==> src/com_proto_pkg.sv <==
package com_proto_pkg;

    typedef logic [7:0] byte_t;   // one link byte.
    typedef logic [3:0] btype_t;
    typedef logic [3:0] idx_t;

    // frame start marker.
    localparam byte_t SYNC = 8'hA5;

    // block types, lower nibble of the second frame byte.
    localparam btype_t BTYPE_INIT = 4'h0;   // no type.
    localparam btype_t BTYPE_INFO = 4'h1;   // reply to a peer request.
    localparam btype_t BTYPE_DATA = 4'hE;   // user data send.

endpackage

==> src/com_ctrl_pkg.sv <==
package com_ctrl_pkg;

    localparam logic [31:0] TIMEOUT = 32'd1_500;   // reply wait in cycles.
    localparam logic [7:0] NUM_OUT = 8'h03;        // frames per send attempt.
    localparam com_proto_pkg::idx_t DATA_IDX = 4'h5;

    // one-hot, main group then read group then send group.
    typedef enum logic [9:0] {
        MAIN_IDLE = 10'h001,
        MAIN_WAIT = 10'h002,
        READ_IDLE = 10'h004,
        READ_WAIT = 10'h008,
        READ_WORK = 10'h010,
        READ_DONE = 10'h020,
        SEND_IDLE = 10'h040,
        SEND_WAIT = 10'h080,
        SEND_WORK = 10'h100,
        SEND_DONE = 10'h200
    } cs_state_t;

endpackage

==> src/com_cs.sv <==
`timescale 1ns/1ps

module com_cs (
    input  logic                  clk,
    input  logic                  rst,
    input  logic                  fs_send,
    output logic                  fd_send,
    output logic                  fs_read,
    input  logic                  fd_read,
    output logic                  fs_com_send,
    input  logic                  fd_com_send,
    input  logic                  fs_com_read,
    output logic                  fd_com_read,
    output com_proto_pkg::btype_t com_tx_btype,
    input  com_proto_pkg::btype_t com_rx_btype,
    output com_proto_pkg::idx_t   data_idx,
    output com_proto_pkg::btype_t com_btype
);

    com_ctrl_pkg::cs_state_t state;
    com_ctrl_pkg::cs_state_t next_state;

    logic [31:0] time_cnt;
    logic [7:0]  num_cnt;
    logic        last_out;
    logic        time_up;
    logic        send_start;
    logic        read_start;
    logic        reply;

    assign last_out = (num_cnt >= com_ctrl_pkg::NUM_OUT - 8'd1);   // no wait after it.
    assign time_up = (time_cnt >= com_ctrl_pkg::TIMEOUT - 32'd1);

    // peer request wins over a user send.
    assign read_start = (state == com_ctrl_pkg::MAIN_WAIT) && fs_com_read;
    assign send_start = (state == com_ctrl_pkg::MAIN_WAIT) && fs_send && !fs_com_read;
    assign reply = (state == com_ctrl_pkg::SEND_WAIT) && !last_out && !time_up && fs_com_read;

    assign fd_send = (state == com_ctrl_pkg::SEND_DONE);
    assign fs_read = (state == com_ctrl_pkg::READ_WAIT);
    assign fs_com_send = (state == com_ctrl_pkg::READ_DONE) || (state == com_ctrl_pkg::SEND_IDLE);
    assign fd_com_read = (state == com_ctrl_pkg::READ_WORK) || (state == com_ctrl_pkg::SEND_WORK);

    always_ff @(posedge clk or posedge rst) begin
        if (rst) begin
            state <= com_ctrl_pkg::MAIN_IDLE;
        end else begin
            state <= next_state;
        end
    end

    always_comb begin
        next_state = state;
        case (state)
            com_ctrl_pkg::MAIN_IDLE: next_state = com_ctrl_pkg::MAIN_WAIT;
            com_ctrl_pkg::MAIN_WAIT: begin
                if (read_start) begin
                    next_state = com_ctrl_pkg::READ_IDLE;
                end else if (send_start) begin
                    next_state = com_ctrl_pkg::SEND_IDLE;
                end
            end
            com_ctrl_pkg::READ_IDLE: next_state = com_ctrl_pkg::READ_WAIT;
            com_ctrl_pkg::READ_WAIT: begin
                if (fd_read) next_state = com_ctrl_pkg::READ_WORK;
            end
            com_ctrl_pkg::READ_WORK: begin
                if (!fs_com_read) next_state = com_ctrl_pkg::READ_DONE;
            end
            com_ctrl_pkg::READ_DONE: begin
                if (fd_com_send) next_state = com_ctrl_pkg::MAIN_WAIT;   // info frame out.
            end
            com_ctrl_pkg::SEND_IDLE: begin
                if (fd_com_send) next_state = com_ctrl_pkg::SEND_WAIT;
            end
            com_ctrl_pkg::SEND_WAIT: begin
                if (last_out) begin
                    next_state = com_ctrl_pkg::SEND_DONE;
                end else if (time_up) begin
                    next_state = com_ctrl_pkg::SEND_IDLE;   // resend.
                end else if (reply) begin
                    next_state = com_ctrl_pkg::SEND_WORK;
                end
            end
            com_ctrl_pkg::SEND_WORK: begin
                if (!fs_com_read) next_state = com_ctrl_pkg::SEND_DONE;
            end
            com_ctrl_pkg::SEND_DONE: begin
                if (!fs_send) next_state = com_ctrl_pkg::MAIN_IDLE;
            end
            default: next_state = com_ctrl_pkg::MAIN_IDLE;
        endcase
    end

    // frames already timed out in this attempt.
    always_ff @(posedge clk or posedge rst) begin
        if (rst) begin
            num_cnt <= 8'h00;
        end else if (state == com_ctrl_pkg::MAIN_IDLE || state == com_ctrl_pkg::SEND_DONE) begin
            num_cnt <= 8'h00;
        end else if (send_start) begin
            num_cnt <= 8'h00;
        end else if (state == com_ctrl_pkg::SEND_WAIT && time_up) begin
            num_cnt <= num_cnt + 8'd1;
        end
    end

    always_ff @(posedge clk or posedge rst) begin
        if (rst) begin
            time_cnt <= 32'd0;
        end else if (state == com_ctrl_pkg::SEND_WAIT) begin
            time_cnt <= time_cnt + 32'd1;
        end else begin
            time_cnt <= 32'd0;
        end
    end

    always_ff @(posedge clk or posedge rst) begin
        if (rst) begin
            data_idx <= com_ctrl_pkg::DATA_IDX - 4'd1;   // first send uses the top index.
        end else if (send_start) begin
            if (data_idx == com_ctrl_pkg::DATA_IDX) begin
                data_idx <= 4'd0;
            end else begin
                data_idx <= data_idx + 4'd1;
            end
        end
    end

    always_ff @(posedge clk or posedge rst) begin
        if (rst) begin
            com_tx_btype <= com_proto_pkg::BTYPE_INIT;
        end else if (state == com_ctrl_pkg::MAIN_IDLE) begin
            com_tx_btype <= com_proto_pkg::BTYPE_INIT;
        end else if (read_start) begin
            com_tx_btype <= com_proto_pkg::BTYPE_INFO;
        end else if (send_start) begin
            com_tx_btype <= com_proto_pkg::BTYPE_DATA;
        end
    end

    // type seen by the user, cleared whenever the controller is idle.
    always_ff @(posedge clk or posedge rst) begin
        if (rst) begin
            com_btype <= com_proto_pkg::BTYPE_INIT;
        end else if (reply || state == com_ctrl_pkg::READ_IDLE) begin
            com_btype <= com_rx_btype;
        end else if (state == com_ctrl_pkg::MAIN_IDLE || state == com_ctrl_pkg::MAIN_WAIT) begin
            com_btype <= com_proto_pkg::BTYPE_INIT;
        end
    end

endmodule

==> src/com_rx.sv <==
`timescale 1ns/1ps

module com_rx (
    input  logic                  clk,
    input  logic                  rst,
    input  com_proto_pkg::byte_t  rx_data,
    input  logic                  rx_valid,
    input  logic                  fd_com_read,
    output logic                  fs_com_read,
    output com_proto_pkg::btype_t com_rx_btype
);

    typedef enum logic [1:0] {
        RX_HUNT,
        RX_TYPE,
        RX_HOLD
    } rx_state_t;

    rx_state_t state;
    rx_state_t next_state;

    always_ff @(posedge clk or posedge rst) begin
        if (rst) begin
            state <= RX_HUNT;
        end else begin
            state <= next_state;
        end
    end

    always_comb begin
        next_state = state;
        case (state)
            RX_HUNT: begin
                // anything but sync is noise here.
                if (rx_valid && (rx_data == com_proto_pkg::SYNC)) begin
                    next_state = RX_TYPE;
                end
            end
            RX_TYPE: begin
                if (rx_valid) begin
                    next_state = RX_HOLD;
                end
            end
            RX_HOLD: begin
                // bytes arriving now are dropped.
                if (fd_com_read) begin
                    next_state = RX_HUNT;
                end
            end
            default: begin
                next_state = RX_HUNT;
            end
        endcase
    end

    always_ff @(posedge clk) begin
        if ((state == RX_TYPE) && rx_valid) begin
            com_rx_btype <= rx_data[3:0];   // upper nibble is the peer index.
        end
    end

    assign fs_com_read = (state == RX_HOLD);

endmodule

==> src/com_top.sv <==
`timescale 1ns/1ps

module com_top (
    input  logic                  clk,
    input  logic                  rst,
    input  com_proto_pkg::byte_t  rx_data,
    input  logic                  rx_valid,
    output com_proto_pkg::byte_t  tx_data,
    output logic                  tx_valid,
    input  logic                  fs_send,
    output logic                  fd_send,
    output logic                  fs_read,
    input  logic                  fd_read,
    output com_proto_pkg::idx_t   data_idx,
    output com_proto_pkg::btype_t com_btype
);

    logic                  fs_com_read;
    logic                  fd_com_read;
    logic                  fs_com_send;
    logic                  fd_com_send;
    com_proto_pkg::btype_t com_rx_btype;
    com_proto_pkg::btype_t com_tx_btype;

    com_rx u_rx (
        .clk          (clk),
        .rst          (rst),
        .rx_data      (rx_data),
        .rx_valid     (rx_valid),
        .fd_com_read  (fd_com_read),
        .fs_com_read  (fs_com_read),
        .com_rx_btype (com_rx_btype)
    );

    com_cs u_cs (
        .clk          (clk),
        .rst          (rst),
        .fs_send      (fs_send),
        .fd_send      (fd_send),
        .fs_read      (fs_read),
        .fd_read      (fd_read),
        .fs_com_send  (fs_com_send),
        .fd_com_send  (fd_com_send),
        .fs_com_read  (fs_com_read),
        .fd_com_read  (fd_com_read),
        .com_tx_btype (com_tx_btype),
        .com_rx_btype (com_rx_btype),
        .data_idx     (data_idx),
        .com_btype    (com_btype)
    );

    com_tx u_tx (
        .clk          (clk),
        .rst          (rst),
        .fs_com_send  (fs_com_send),
        .com_tx_btype (com_tx_btype),
        .data_idx     (data_idx),
        .fd_com_send  (fd_com_send),
        .tx_data      (tx_data),
        .tx_valid     (tx_valid)
    );

endmodule

==> src/com_tx.sv <==
`timescale 1ns/1ps

module com_tx (
    input  logic                  clk,
    input  logic                  rst,
    input  logic                  fs_com_send,
    input  com_proto_pkg::btype_t com_tx_btype,
    input  com_proto_pkg::idx_t   data_idx,
    output logic                  fd_com_send,
    output com_proto_pkg::byte_t  tx_data,
    output logic                  tx_valid
);

    typedef enum logic [1:0] {
        TX_IDLE,
        TX_SYNC,
        TX_TYPE,
        TX_DONE
    } tx_state_t;

    tx_state_t state;
    tx_state_t next_state;

    com_proto_pkg::btype_t btype_q;
    com_proto_pkg::idx_t   idx_q;

    always_ff @(posedge clk or posedge rst) begin
        if (rst) begin
            state <= TX_IDLE;
        end else begin
            state <= next_state;
        end
    end

    always_comb begin
        next_state = state;
        case (state)
            TX_IDLE: begin
                if (fs_com_send) next_state = TX_SYNC;
            end
            TX_SYNC: next_state = TX_TYPE;
            TX_TYPE: next_state = TX_DONE;
            TX_DONE: next_state = TX_IDLE;
            default: next_state = TX_IDLE;
        endcase
    end

    // frame contents are fixed for the whole frame.
    always_ff @(posedge clk) begin
        if (state == TX_IDLE && fs_com_send) begin
            btype_q <= com_tx_btype;
            idx_q <= data_idx;
        end
    end

    always_comb begin
        tx_data = 8'h00;
        tx_valid = 1'b0;
        case (state)
            TX_SYNC: begin
                tx_data = com_proto_pkg::SYNC;
                tx_valid = 1'b1;
            end
            TX_TYPE: begin
                tx_data = {idx_q, btype_q};   // index high, type low.
                tx_valid = 1'b1;
            end
            default: ;
        endcase
    end

    assign fd_com_send = (state == TX_DONE);

endmodule

==> config.mk <==
export PLATFORM = sky130hd
export DESIGN_NAME = com_top
export DESIGN_NICKNAME = d
export VERILOG_FILES = /design/src/com_proto_pkg.sv /design/src/com_ctrl_pkg.sv /design/src/com_cs.sv /design/src/com_rx.sv /design/src/com_top.sv /design/src/com_tx.sv
export SDC_FILE = /design/constraint.sdc
export NUM_CORES = 1
export LEC_CHECK = 0
export ABC_AREA = 1
export BUFFER_PORTS_ARGS = -buffer_cell sky130_fd_sc_hd__buf_2
export CAP_MARGIN = 20
export CORE_MARGIN = 4
export CORE_UTILIZATION = 45
export CTS_CLUSTER_DIAMETER = 100
export DETAILED_ROUTE_END_ITERATION = 16
export SYNTH_ARGS = -nofsm -noshare
export SYNTH_HDL_FRONTEND = slang
export SYNTH_SLANG_ARGS = --single-unit
==> constraint.sdc <==
create_clock -name clk -period 1.75 [get_ports clk]
set_input_delay 0.175 -clock clk [delete_from_list [all_inputs] [get_ports clk]]
set_output_delay 0.175 -clock clk [all_outputs]
set_load 0.01 [all_outputs]
# Word-level counts from Yosys, hierarchy flattened
# Cells that the tools add are included.
[op_classes]
n_addsub = 3
n_mul = 0
n_div = 0
order_cmp = 2
eq_ne = 29
shift = 0
muxes = 30
bitwise_logic = 0
reduce_logical = 26
[ops]
columns = ["cell", "count"]
rows = [
  ["10-bit 2-to-1 mux", 11],
  ["10-bit case mux with 10 select lines", 1],
  ["32-bit by 1-bit adder with 32-bit output (second input constant)", 1],
  ["32-bit by 11-bit >= comparator with 1-bit output (second input constant)", 1],
  ["32-bit 2-to-1 mux", 1],
  ["4-bit 2-to-1 mux", 6],
  ["8-bit 2-to-1 mux", 3],
  ["8-bit case mux with 2 select lines", 1],
  ["2-bit inequality test (second input constant)", 7],
  ["10-bit by 1-bit equality test with 1-bit output (second input constant)", 1],
  ["10-bit equality test (second input constant)", 1],
  ["10-bit by 2-bit equality test with 1-bit output (second input constant)", 1],
  ["10-bit by 3-bit equality test with 1-bit output (second input constant)", 1],
  ["10-bit by 4-bit equality test with 1-bit output (second input constant)", 1],
  ["10-bit by 5-bit equality test with 1-bit output (second input constant)", 1],
  ["10-bit by 6-bit equality test with 1-bit output (second input constant)", 1],
  ["10-bit by 7-bit equality test with 1-bit output (second input constant)", 1],
  ["10-bit by 8-bit equality test with 1-bit output (second input constant)", 1],
  ["10-bit by 9-bit equality test with 1-bit output (second input constant)", 1],
  ["1-bit logical AND", 10],
  ["8-bit by 1-bit adder with 8-bit output (second input constant)", 1],
  ["8-bit equality test (second input constant)", 1],
  ["8-bit by 2-bit >= comparator with 1-bit output (second input constant)", 1],
  ["2-bit 2-to-1 mux", 4],
  ["18 further kinds", 31],
]
[totals]
regBits = 78
latchBits = 0
ram_bits = 0
mem_bits_ro = 0
in_bits = 13
out_inout_bits = 19
elab_cells = 101
n_memories = 0

# Logic depth before layout (Yosys ltp)
# Gate-level depths: netlist (run 1).
[depth]
depth_word = 9
ltp_mapped = 11
ltp_nobuf = 11

# By module
# From an unflattened synthesis (run 1), not the netlist that was laid out.
[unflattened]
cells_unflattened = 580
hier_area_um2 = 4374.2
[by_module_without_submodules]
columns = ["module", "n_inst", "cells_each", "area_per_inst_um2", "seq_area_each_um2"]
rows = [
  ["com_cs", 1, 498, 3607.2, 1503.9],
  ["com_tx", 1, 49, 486.7, 290.3],
  ["com_rx", 1, 33, 280.3, 170.2],
]

# Least setup slack after synthesis (run 1)
# Ideal clock, no wire load.
[synth_timing]
path_type = "register to register"
startpoint = "register u_cs.state[3]"
endpoint = "register u_tx.btype_q[0], enable pin"
setup_time_ps = 350
t_arrival_ps = 1213
required_ps = 1400
slack_ps = 188
stages_incl_launch_ff = 8
n_path_buf = 0
period_less_slack_ps = 1562
path_cell_list = "dfrtp_1 > nor2_2 > nand2_1 > inv_1 > nand3_2 > nand2_1 > inv_1 > nor2_1"
[synth_between]
elab_chain_len = 3
elab_cells_between_ends = 4
classes_between = "2 x eq/ne; 2 x reduce/logical"
[synth_lines]
columns = ["element", "line_no", "rtl"]
rows = [
  ["start: declaration", "com_cs.sv:20", "com_ctrl_pkg::cs_state_t state;"],
  ["start signal: assignment", "com_cs.sv:46", "state <= com_ctrl_pkg::MAIN_IDLE;"],
  ["start signal: assignment", "com_cs.sv:48", "state <= next_state;"],
  ["10-bit by 6-bit equality test with 1-bit output / 10-bit by 7-bit equality test with 1-bit output (equally long branches)", "com_cs.sv:41", "assign fs_com_send = (state == com_ctrl_pkg::READ_DONE) || (state == com_ctrl_pkg::SEND_IDLE);"],
  ["1-bit logical OR (*)", "com_cs.sv:41", ""],
  ["1-bit logical AND (*)", "com_tx.sv:50", "if (state == TX_IDLE && fs_com_send) begin"],
  ["end signal: assignment", "com_tx.sv:51", "btype_q <= com_tx_btype;"],
  ["end: declaration", "com_tx.sv:24", "com_proto_pkg::btype_t btype_q;"],
]
# Mark *: on every way between the ends. The rest lies on a longest branch, timed or not.
# A chain may end at the register's enable or synchronous reset.

# Worst setup path after layout (run 1)
[layout_timing]
startpoint = "register u_cs.time_cnt[0]"
endpoint = "register u_cs.time_cnt[30]"
[layout_between]
elab_chain_len = 2
[layout_lines]
columns = ["element", "line_no", "rtl"]
rows = [
  ["start: declaration", "com_cs.sv:23", "logic [31:0] time_cnt;"],
  ["start signal: assignment", "com_cs.sv:112", "time_cnt <= time_cnt + 32'd1;"],
  ["32-bit by 1-bit adder with 32-bit output", "com_cs.sv:112", ""],
  ["32-bit 2-to-1 mux", "com_cs.sv:111", "end else if (state == com_ctrl_pkg::SEND_WAIT) begin"],
]
# No other way between the ends.

==> results.sh, run 1 <==
export IMPL_status="finished, final reports clean"
export IMPL_synthCells=575
export IMPL_end_kind="flop"
export IMPL_ctsRootBufferMaster="clkbuf_8"
export IMPL_dpl_hpwl_um=7770
export IMPL_min_path_type="in2reg"
export IMPL_min_period_ns=1.73
export IMPL_drc=0
export IMPL_ys_flop_type="dfrtp_1"
export IMPL_max_cap_viol_count=0
export IMPL_clkPwrFrac=0.244
export IMPL_drt_first_iter_violations=186
export IMPL_placedCellCount=764
export IMPL_setup_viol=0
export IMPL_drt_wl_total_um=10900
export IMPL_drt_pass1_iter_count=4
export IMPL_slew_violations=0
export IMPL_path_cells="ha_2 > nand2_2 > nor2_4 > nand3_4 > nor2_4 > nand2_4 > nor3_4 > nand3_1 > nand2_1 > nor2_1"
export IMPL_timing_rr_end="u_cs.time_cnt[30]$_DFF_PP0_"
export IMPL_cp_startpoint="u_cs.time_cnt[0]$_DFF_PP0_"
export IMPL_grtUsageTotal=0.200
export IMPL_ir_worst_vdd_mv=0.422
export IMPL_clock_sinks=74
export IMPL_antenna_found_initial=0
export IMPL_p_int_mw=3.39
export IMPL_critical_path_class="reg2reg"
export IMPL_nNetsFinal=688
export IMPL_layout_setup_ws_ns=0.0192
export IMPL_grt_ovfl_total=0
export IMPL_hold_violations=0
export IMPL_worst_path_stages=10
export IMPL_initial_core_util=0.464
export IMPL_io_buffers=31
export IMPL_worst_pin_slew_ns=0.398
export IMPL_fin_skew_ns=0.0151
export IMPL_synth_cell_area_um2=4310
export IMPL_r2r_slack_ns=0.02
export IMPL_cp_max_fo=6
export IMPL_syn2layout_area_growth_pct=28.6
export IMPL_die_area_um2=11200
export IMPL_slowest_delay_ns=0.37
export IMPL_grt_pass1_vias=3944
export IMPL_cts_tree="yes"
export IMPL_crit_top_cell="nor2_4"
export IMPL_final_util=0.597
export IMPL_drive_above_1_share=0.268
export IMPL_synth_seq_cells=74
export IMPL_synthArstFlopShare=0.865
export IMPL_viasPerCell=5.10
export IMPL_slew_headroom=0.734
export IMPL_synth_cell_types=37
export IMPL_avgSynthCellArea_um2=7.49
export IMPL_synth_edf_count=10
export IMPL_die_h_um=106
export IMPL_core_area_um2=9280
export IMPL_critPathBufInv=0
export IMPL_htreeDepth=3
export IMPL_syn_num_nets=596
export IMPL_clk_pin_slew_ns=0.08
export IMPL_p_per_area_nw_per_um2=983
export IMPL_detail_route_antenna_nets=0
export IMPL_rr_startpoint="u_cs.time_cnt[0]$_DFF_PP0_"
export IMPL_finalNonFillerCells=801
export IMPL_clock_path_buffers=2
export IMPL_worst_hold_startpoint="rx_data[1]"
export IMPL_gp_congestion=0.920
export IMPL_crit_required_ns=1.99
export IMPL_grt_max_degree=65
export IMPL_slowest_stage="dfrtp_1"
export IMPL_seqPwrFrac=0.381
export IMPL_ys_seq_area_frac=0.442
export IMPL_p_sw_frac=0.378
export IMPL_cts_buffers=9
export IMPL_nFillCells=858
export IMPL_antennaDiodeCount=0
export IMPL_worstPathArrival_ns=1.97
export IMPL_layout_common_cells="118 x nand2_1, 82 x inv_1, 66 x nor2_1"
export IMPL_preCtsSetupSlack_ns=-0.124
export IMPL_crit_family="simple AND/OR/NAND/NOR gates"
export IMPL_ff2ff_path_depth=10
export IMPL_combPwrFrac=0.375
export IMPL_rows=35
export IMPL_hold_ws_ns=0.0179
export IMPL_routedWlPerCell_um=13.5
export IMPL_clock_fmax_ghz=0.578
export IMPL_finalPower_mw=5.45
export IMPL_top_level_ports=32
export IMPL_crit_path_end="u_cs.time_cnt[30]$_DFF_PP0_"
export IMPL_fin_crit_sh=0.989
export IMPL_rsz0062_at_grt="true"
export IMPL_grt_pass1_wl_um=18200
export IMPL_yosys_warnings=0
export IMPL_switchingPower_mw=2.06
export IMPL_clkLatencyLatePin_ns=0.35
export IMPL_layout_commonest_cell="nand2_1"
export IMPL_fp_dieW_um=106
export IMPL_leakage_nw=2.69
export IMPL_cp_start_kind="flop"
export IMPL_via_count=4087
## sequential cells by signal, summed over array words and instances, names as in the netlist
register,flops
u_cs.com_btype,4
u_cs.com_tx_btype,2
u_cs.data_idx,4
u_cs.num_cnt,8
u_cs.state,10
u_cs.time_cnt,32
u_rx.com_rx_btype,4
u_rx.state,2
u_tx.btype_q,2
u_tx.idx_q,4
u_tx.state,2
## logic make-up (layout without fill, tap and decap cells)
logic type / count (synthesis) / in the layout / synth area share
adders and majority gates: 8 / 8 / 0.0232
buffers and inverters: 95 / 192 / 0.0865
xor gates and xnor gates: 7 / 7 / 0.0142
DFF: 74 / 74 / 0.442
AOI/OAI and AO/OA: 65 / 65 / 0.0807
and+or+nand+nor: 326 / 326 / 0.353
## worst min path at each step
stage | endpoint | slack, ns | cells past startpoint
floorplan | u_rx.com_rx_btype[0]$_DFFE_PP_ | 0.27 | 0
global placement | u_cs.time_cnt[1]$_DFF_PP0_ | 0.30 | 3
detailed placement | u_cs.com_btype[0]$_DFFE_PP0P_ | 0.31 | 3
CTS | u_rx.com_rx_btype[1]$_DFFE_PP_ | 0.008 | 1
global route | u_rx.com_rx_btype[1]$_DFFE_PP_ | 0.007 | 1
finish | u_rx.com_rx_btype[1]$_DFFE_PP_ | 0.02 | 1
## metrics by stage
step                      area [um2]  setup TNS [ns]
final                           5540               0
after floorplan                 4310               0
after global routing            5540          -0.710
after CTS                       5180               0
after detailed placement        4870          -0.611
after global placement          4870          -0.455
## cell usage after synthesis, drive strengths merged (3+ instances only)
cell type	count	share of area
xor2	7	0.014
o21ai	27	0.031
nand4	21	0.030
nor2	95	0.098
ha	8	0.023
nor4	5	0.0073
dfrtp	62	0.36
nor3	23	0.033
nand2	139	0.12
inv	91	0.079
a21oi	28	0.033
buf	3	0.0041
edfxtp	10	0.070
nand3	36	0.049
nor3b	3	0.0052
## cell type report
| class | instances | area (um2) | area share |
|---|---|---|---|
| multi-input cells | 406 | 2310 | 0.418 |
| flip-flops and latches | 74 | 1910 | 0.344 |
| repair buffers | 85 | 614 | 0.111 |
| inverters | 91 | 345 | 0.0623 |
| clock buffers | 13 | 180 | 0.0325 |
| well taps | 129 | 161 | 0.0291 |
| clock inverters | 3 | 18.8 | 0.00339 |
## repair_timing
action / in CTS / in global routing
setup buffers: 6 / 13
endpoints found under the setup margin: 12 / 60
cloned: 0 / 0
hold buffers: 3 / 0
gates resized for setup: 11 / 75
hold endpoints to repair: 64 / 0
pin swaps: 2 / 28
## power groups by stage
stage          clock network, mW  registers [mW]  logic, mW
5_1_grt                     1.44            2.10       2.27
2_1_floorplan                  0            2.10       1.01
3_5_place_dp                   0            2.10       1.62
3_3_place_gp                   0            2.10       1.59
6_report                    1.33            2.08       2.04
4_1_cts                     1.36            2.07       1.68
## layer usage
layer,vias to the layer above,track usage,wire length [um]
li1,2040,-,-
met1,1934,0.278,5200
met2,94,0.322,5030
met3,19,0.0294,458
met4,0,0.0611,167
met5,-,0,0
Power figures use the tool's default switching activity.
==> inputs of run 2 (changes only) <==
- GPL_ROUTABILITY_DRIVEN: not set -> 0
- REMOVE_ABC_BUFFERS: not set -> 1
==> run 2 against run 1 <==
Highest routed layer unchanged. Total power is 5.3% lower. Critical path type is now reg2out. Via count fell by 5.0%. Worst setup slack improved by 0.058 ns. Critical endpoint is now fs_read.
==> results.sh, run 2 (same netlist as run 1, synthesis figures left out) <==
export IMPL_cp_max_fo=6
export IMPL_syn2layout_area_growth_pct=24.0
export IMPL_die_h_um=106
export IMPL_dpl_hpwl_um=7590
export IMPL_fin_area_um2=5340
export IMPL_top_level_ports=32
export IMPL_drive_above_1_share=0.243
export IMPL_cts_buffers=9
export IMPL_critPathBufInv=1
export IMPL_antenna_found_initial=0
export IMPL_path_cells="nor2_4 > and2_1 > and2_4 > buf_2"
export IMPL_largest_reg_flops=32
export IMPL_end_kind="output pin"
export IMPL_regMostFlops="u_cs.time_cnt"
export IMPL_grt_pass1_wl_um=17000
export IMPL_viasPerCell=4.93
export IMPL_ctsRootBufferMaster="clkbuf_8"
export IMPL_slew_violations=0
export IMPL_drt_wl_total_um=10100
export IMPL_finalNonFillerCells=787
export IMPL_slowest_delay_ns=0.45
export IMPL_min_period_ns=1.67
export IMPL_via_count=3881
export IMPL_worstPathArrival_ns=1.50
export IMPL_fp_dieW_um=106
export IMPL_max_cap_viol_count=0
export IMPL_cts_tree="yes"
export IMPL_grt_ovfl_total=0
export IMPL_io_buffers=31
export IMPL_ir_worst_vdd_mv=0.479
export IMPL_fin_crit_sh=0.956
export IMPL_setup_viol=0
export IMPL_drc=0
export IMPL_min_path_type="in2reg"
export IMPL_switchingPower_mw=1.94
export IMPL_seqPwrFrac=0.403
export IMPL_p_sw_frac=0.376
export IMPL_layout_common_cells="122 x nand2_1, 82 x inv_1, 71 x nor2_1"
export IMPL_crit_required_ns=1.57
export IMPL_htreeDepth=3
export IMPL_slew_headroom=0.752
export IMPL_clk_pin_slew_ns=0.07
export IMPL_initial_core_util=0.464
export IMPL_worst_pin_slew_ns=0.369
export IMPL_layout_commonest_cell="nand2_1"
export IMPL_slowest_stage="dfrtp_1"
export IMPL_rsz0062_at_grt="true"
export IMPL_combPwrFrac=0.349
export IMPL_drt_first_iter_violations=188
export IMPL_placedCellCount=759
export IMPL_grtUsageTotal=0.186
export IMPL_p_per_area_nw_per_um2=966
export IMPL_place_area_um2=4820
export IMPL_clkPwrFrac=0.248
export IMPL_fin_skew_ns=0.0131
export IMPL_p_int_mw=3.22
export IMPL_status="finished, final reports clean"
export IMPL_routedWlPerCell_um=12.9
export IMPL_cp_start_kind="flop"
export IMPL_crit_family="simple AND/OR/NAND/NOR gates"
export IMPL_clock_path_buffers=2
export IMPL_final_util=0.575
export IMPL_clock_sinks=74
export IMPL_leakage_nw=2.61
export IMPL_antennaDiodeCount=0
export IMPL_finalPower_mw=5.16
export IMPL_critical_path_class="reg2out"
export IMPL_drt_pass1_iter_count=4
export IMPL_reg_top3="u_cs.time_cnt: 32 flops, u_cs.state: 10 flops, u_cs.num_cnt: 8 flops"
export IMPL_grt_max_degree=65
export IMPL_die_area_um2=11200
export IMPL_clock_fmax_ghz=0.598
export IMPL_nNetsFinal=674
export IMPL_grt_pass1_vias=3647
export IMPL_hold_violations=0
export IMPL_clkLatencyLatePin_ns=0.34
export IMPL_rows=35
export IMPL_detail_route_antenna_nets=0
export IMPL_core_area_um2=9280
[run 2: cell count changes in the layout (fill, tap and decap cells not counted), moves of 3 or more]
| cell | change |
|---|---|
| nor3_2 | +3 |
| nor3_1 | -3 |
| buf_6 | -4 |
| nor2_1 | +5 |
| buf_4 | -8 |
| nand2_1 | +4 |
| nor2_4 | -5 |
[run 2: path summary, 6_finish.rpt]
kind,start,endpoint,slack (ns),cells past startpoint
setup reg to reg,u_cs.num_cnt[0]$_DFFE_PP0P_,u_cs.state[4]$_DFFE_PP0P_,0.09,10
hold reg to reg,u_rx.com_rx_btype[3]$_DFFE_PP_,u_cs.com_btype[3]$_DFFE_PP0P_,0.46,2
max in group asynchronous,rst,u_cs.state[0]$_DFFE_PP1P_,0.99,4
hold / removal,rx_data[0],u_rx.com_rx_btype[0]$_DFFE_PP_,0.03,1
setup / recovery,u_cs.state[8]$_DFFE_PP0P_,fs_read,0.08,4
min in group asynchronous,rst,u_cs.time_cnt[25]$_DFF_PP0_,0.44,4
[run 2: layout make-up]
cell class / instances / area (um2)
Clock inverter: 3 / 20.0
Multi-Input combinational cell: 406 / 2270
Timing Repair Buffer: 71 / 474
Tap cell: 129 / 161
Sequential cell: 74 / 1900
Clock buffer: 13 / 170
Fill cell: 921 / 3940
Inverter: 91 / 342
[run 2: timing repair]
item / 4_1_cts / 5_1_grt
setup buffers: 0 / 11
resized for setup: 10 / 58
hold endpoints to repair: 62 / 0
setup endpoints to repair: 16 / 46
hold buffers: 1 / 0
pin swaps: 0 / 16
[run 2: worst register-to-register path, delay by kind of cell (launching register included)]
| kind | cells | cell delay, ns |
|---|---|---|
| adders and majority gates | 1 | 0.17 |
| buffers and inverters | 1 | 0.06 |
| DFF | 1 | 0.39 |
| and+or+nand+nor | 8 | 0.98 |
[run 2: layer usage]
layer	track usage	vias up	part of all wire	wire, um
li1	-	2006	-	-
met1	0.270	1779	0.50	5060
met2	0.284	81	0.45	4560
met3	0.0269	15	0.037	373
met4	0.0648	0	0.014	144
met5	0	-	0	0
[run 2: power by group through the flow]
stage / registers [mW] / clock network, mW / logic, mW
global route: 2.11 / 1.42 / 2.03
finish: 2.08 / 1.28 / 1.80
detailed placement: 2.10 / 0 / 1.54
floorplan: 2.10 / 0 / 1.00
CTS: 2.07 / 1.33 / 1.59
global placement: 2.09 / 0 / 1.51
[run 2: per-stage QoR]
step / TNS, ns / hold WS [ns] / worst slack [ns]
finish: 0 / 0.0297 / 0.0768
global route: -0.157 / 0.0171 / -0.0265
CTS: 0 / 0.0123 / 0.0169
detailed placement: -0.267 / 0.277 / -0.0515
global placement: -0.0503 / 0.277 / -0.0265
floorplan: -1.43 / 0.274 / -0.0713
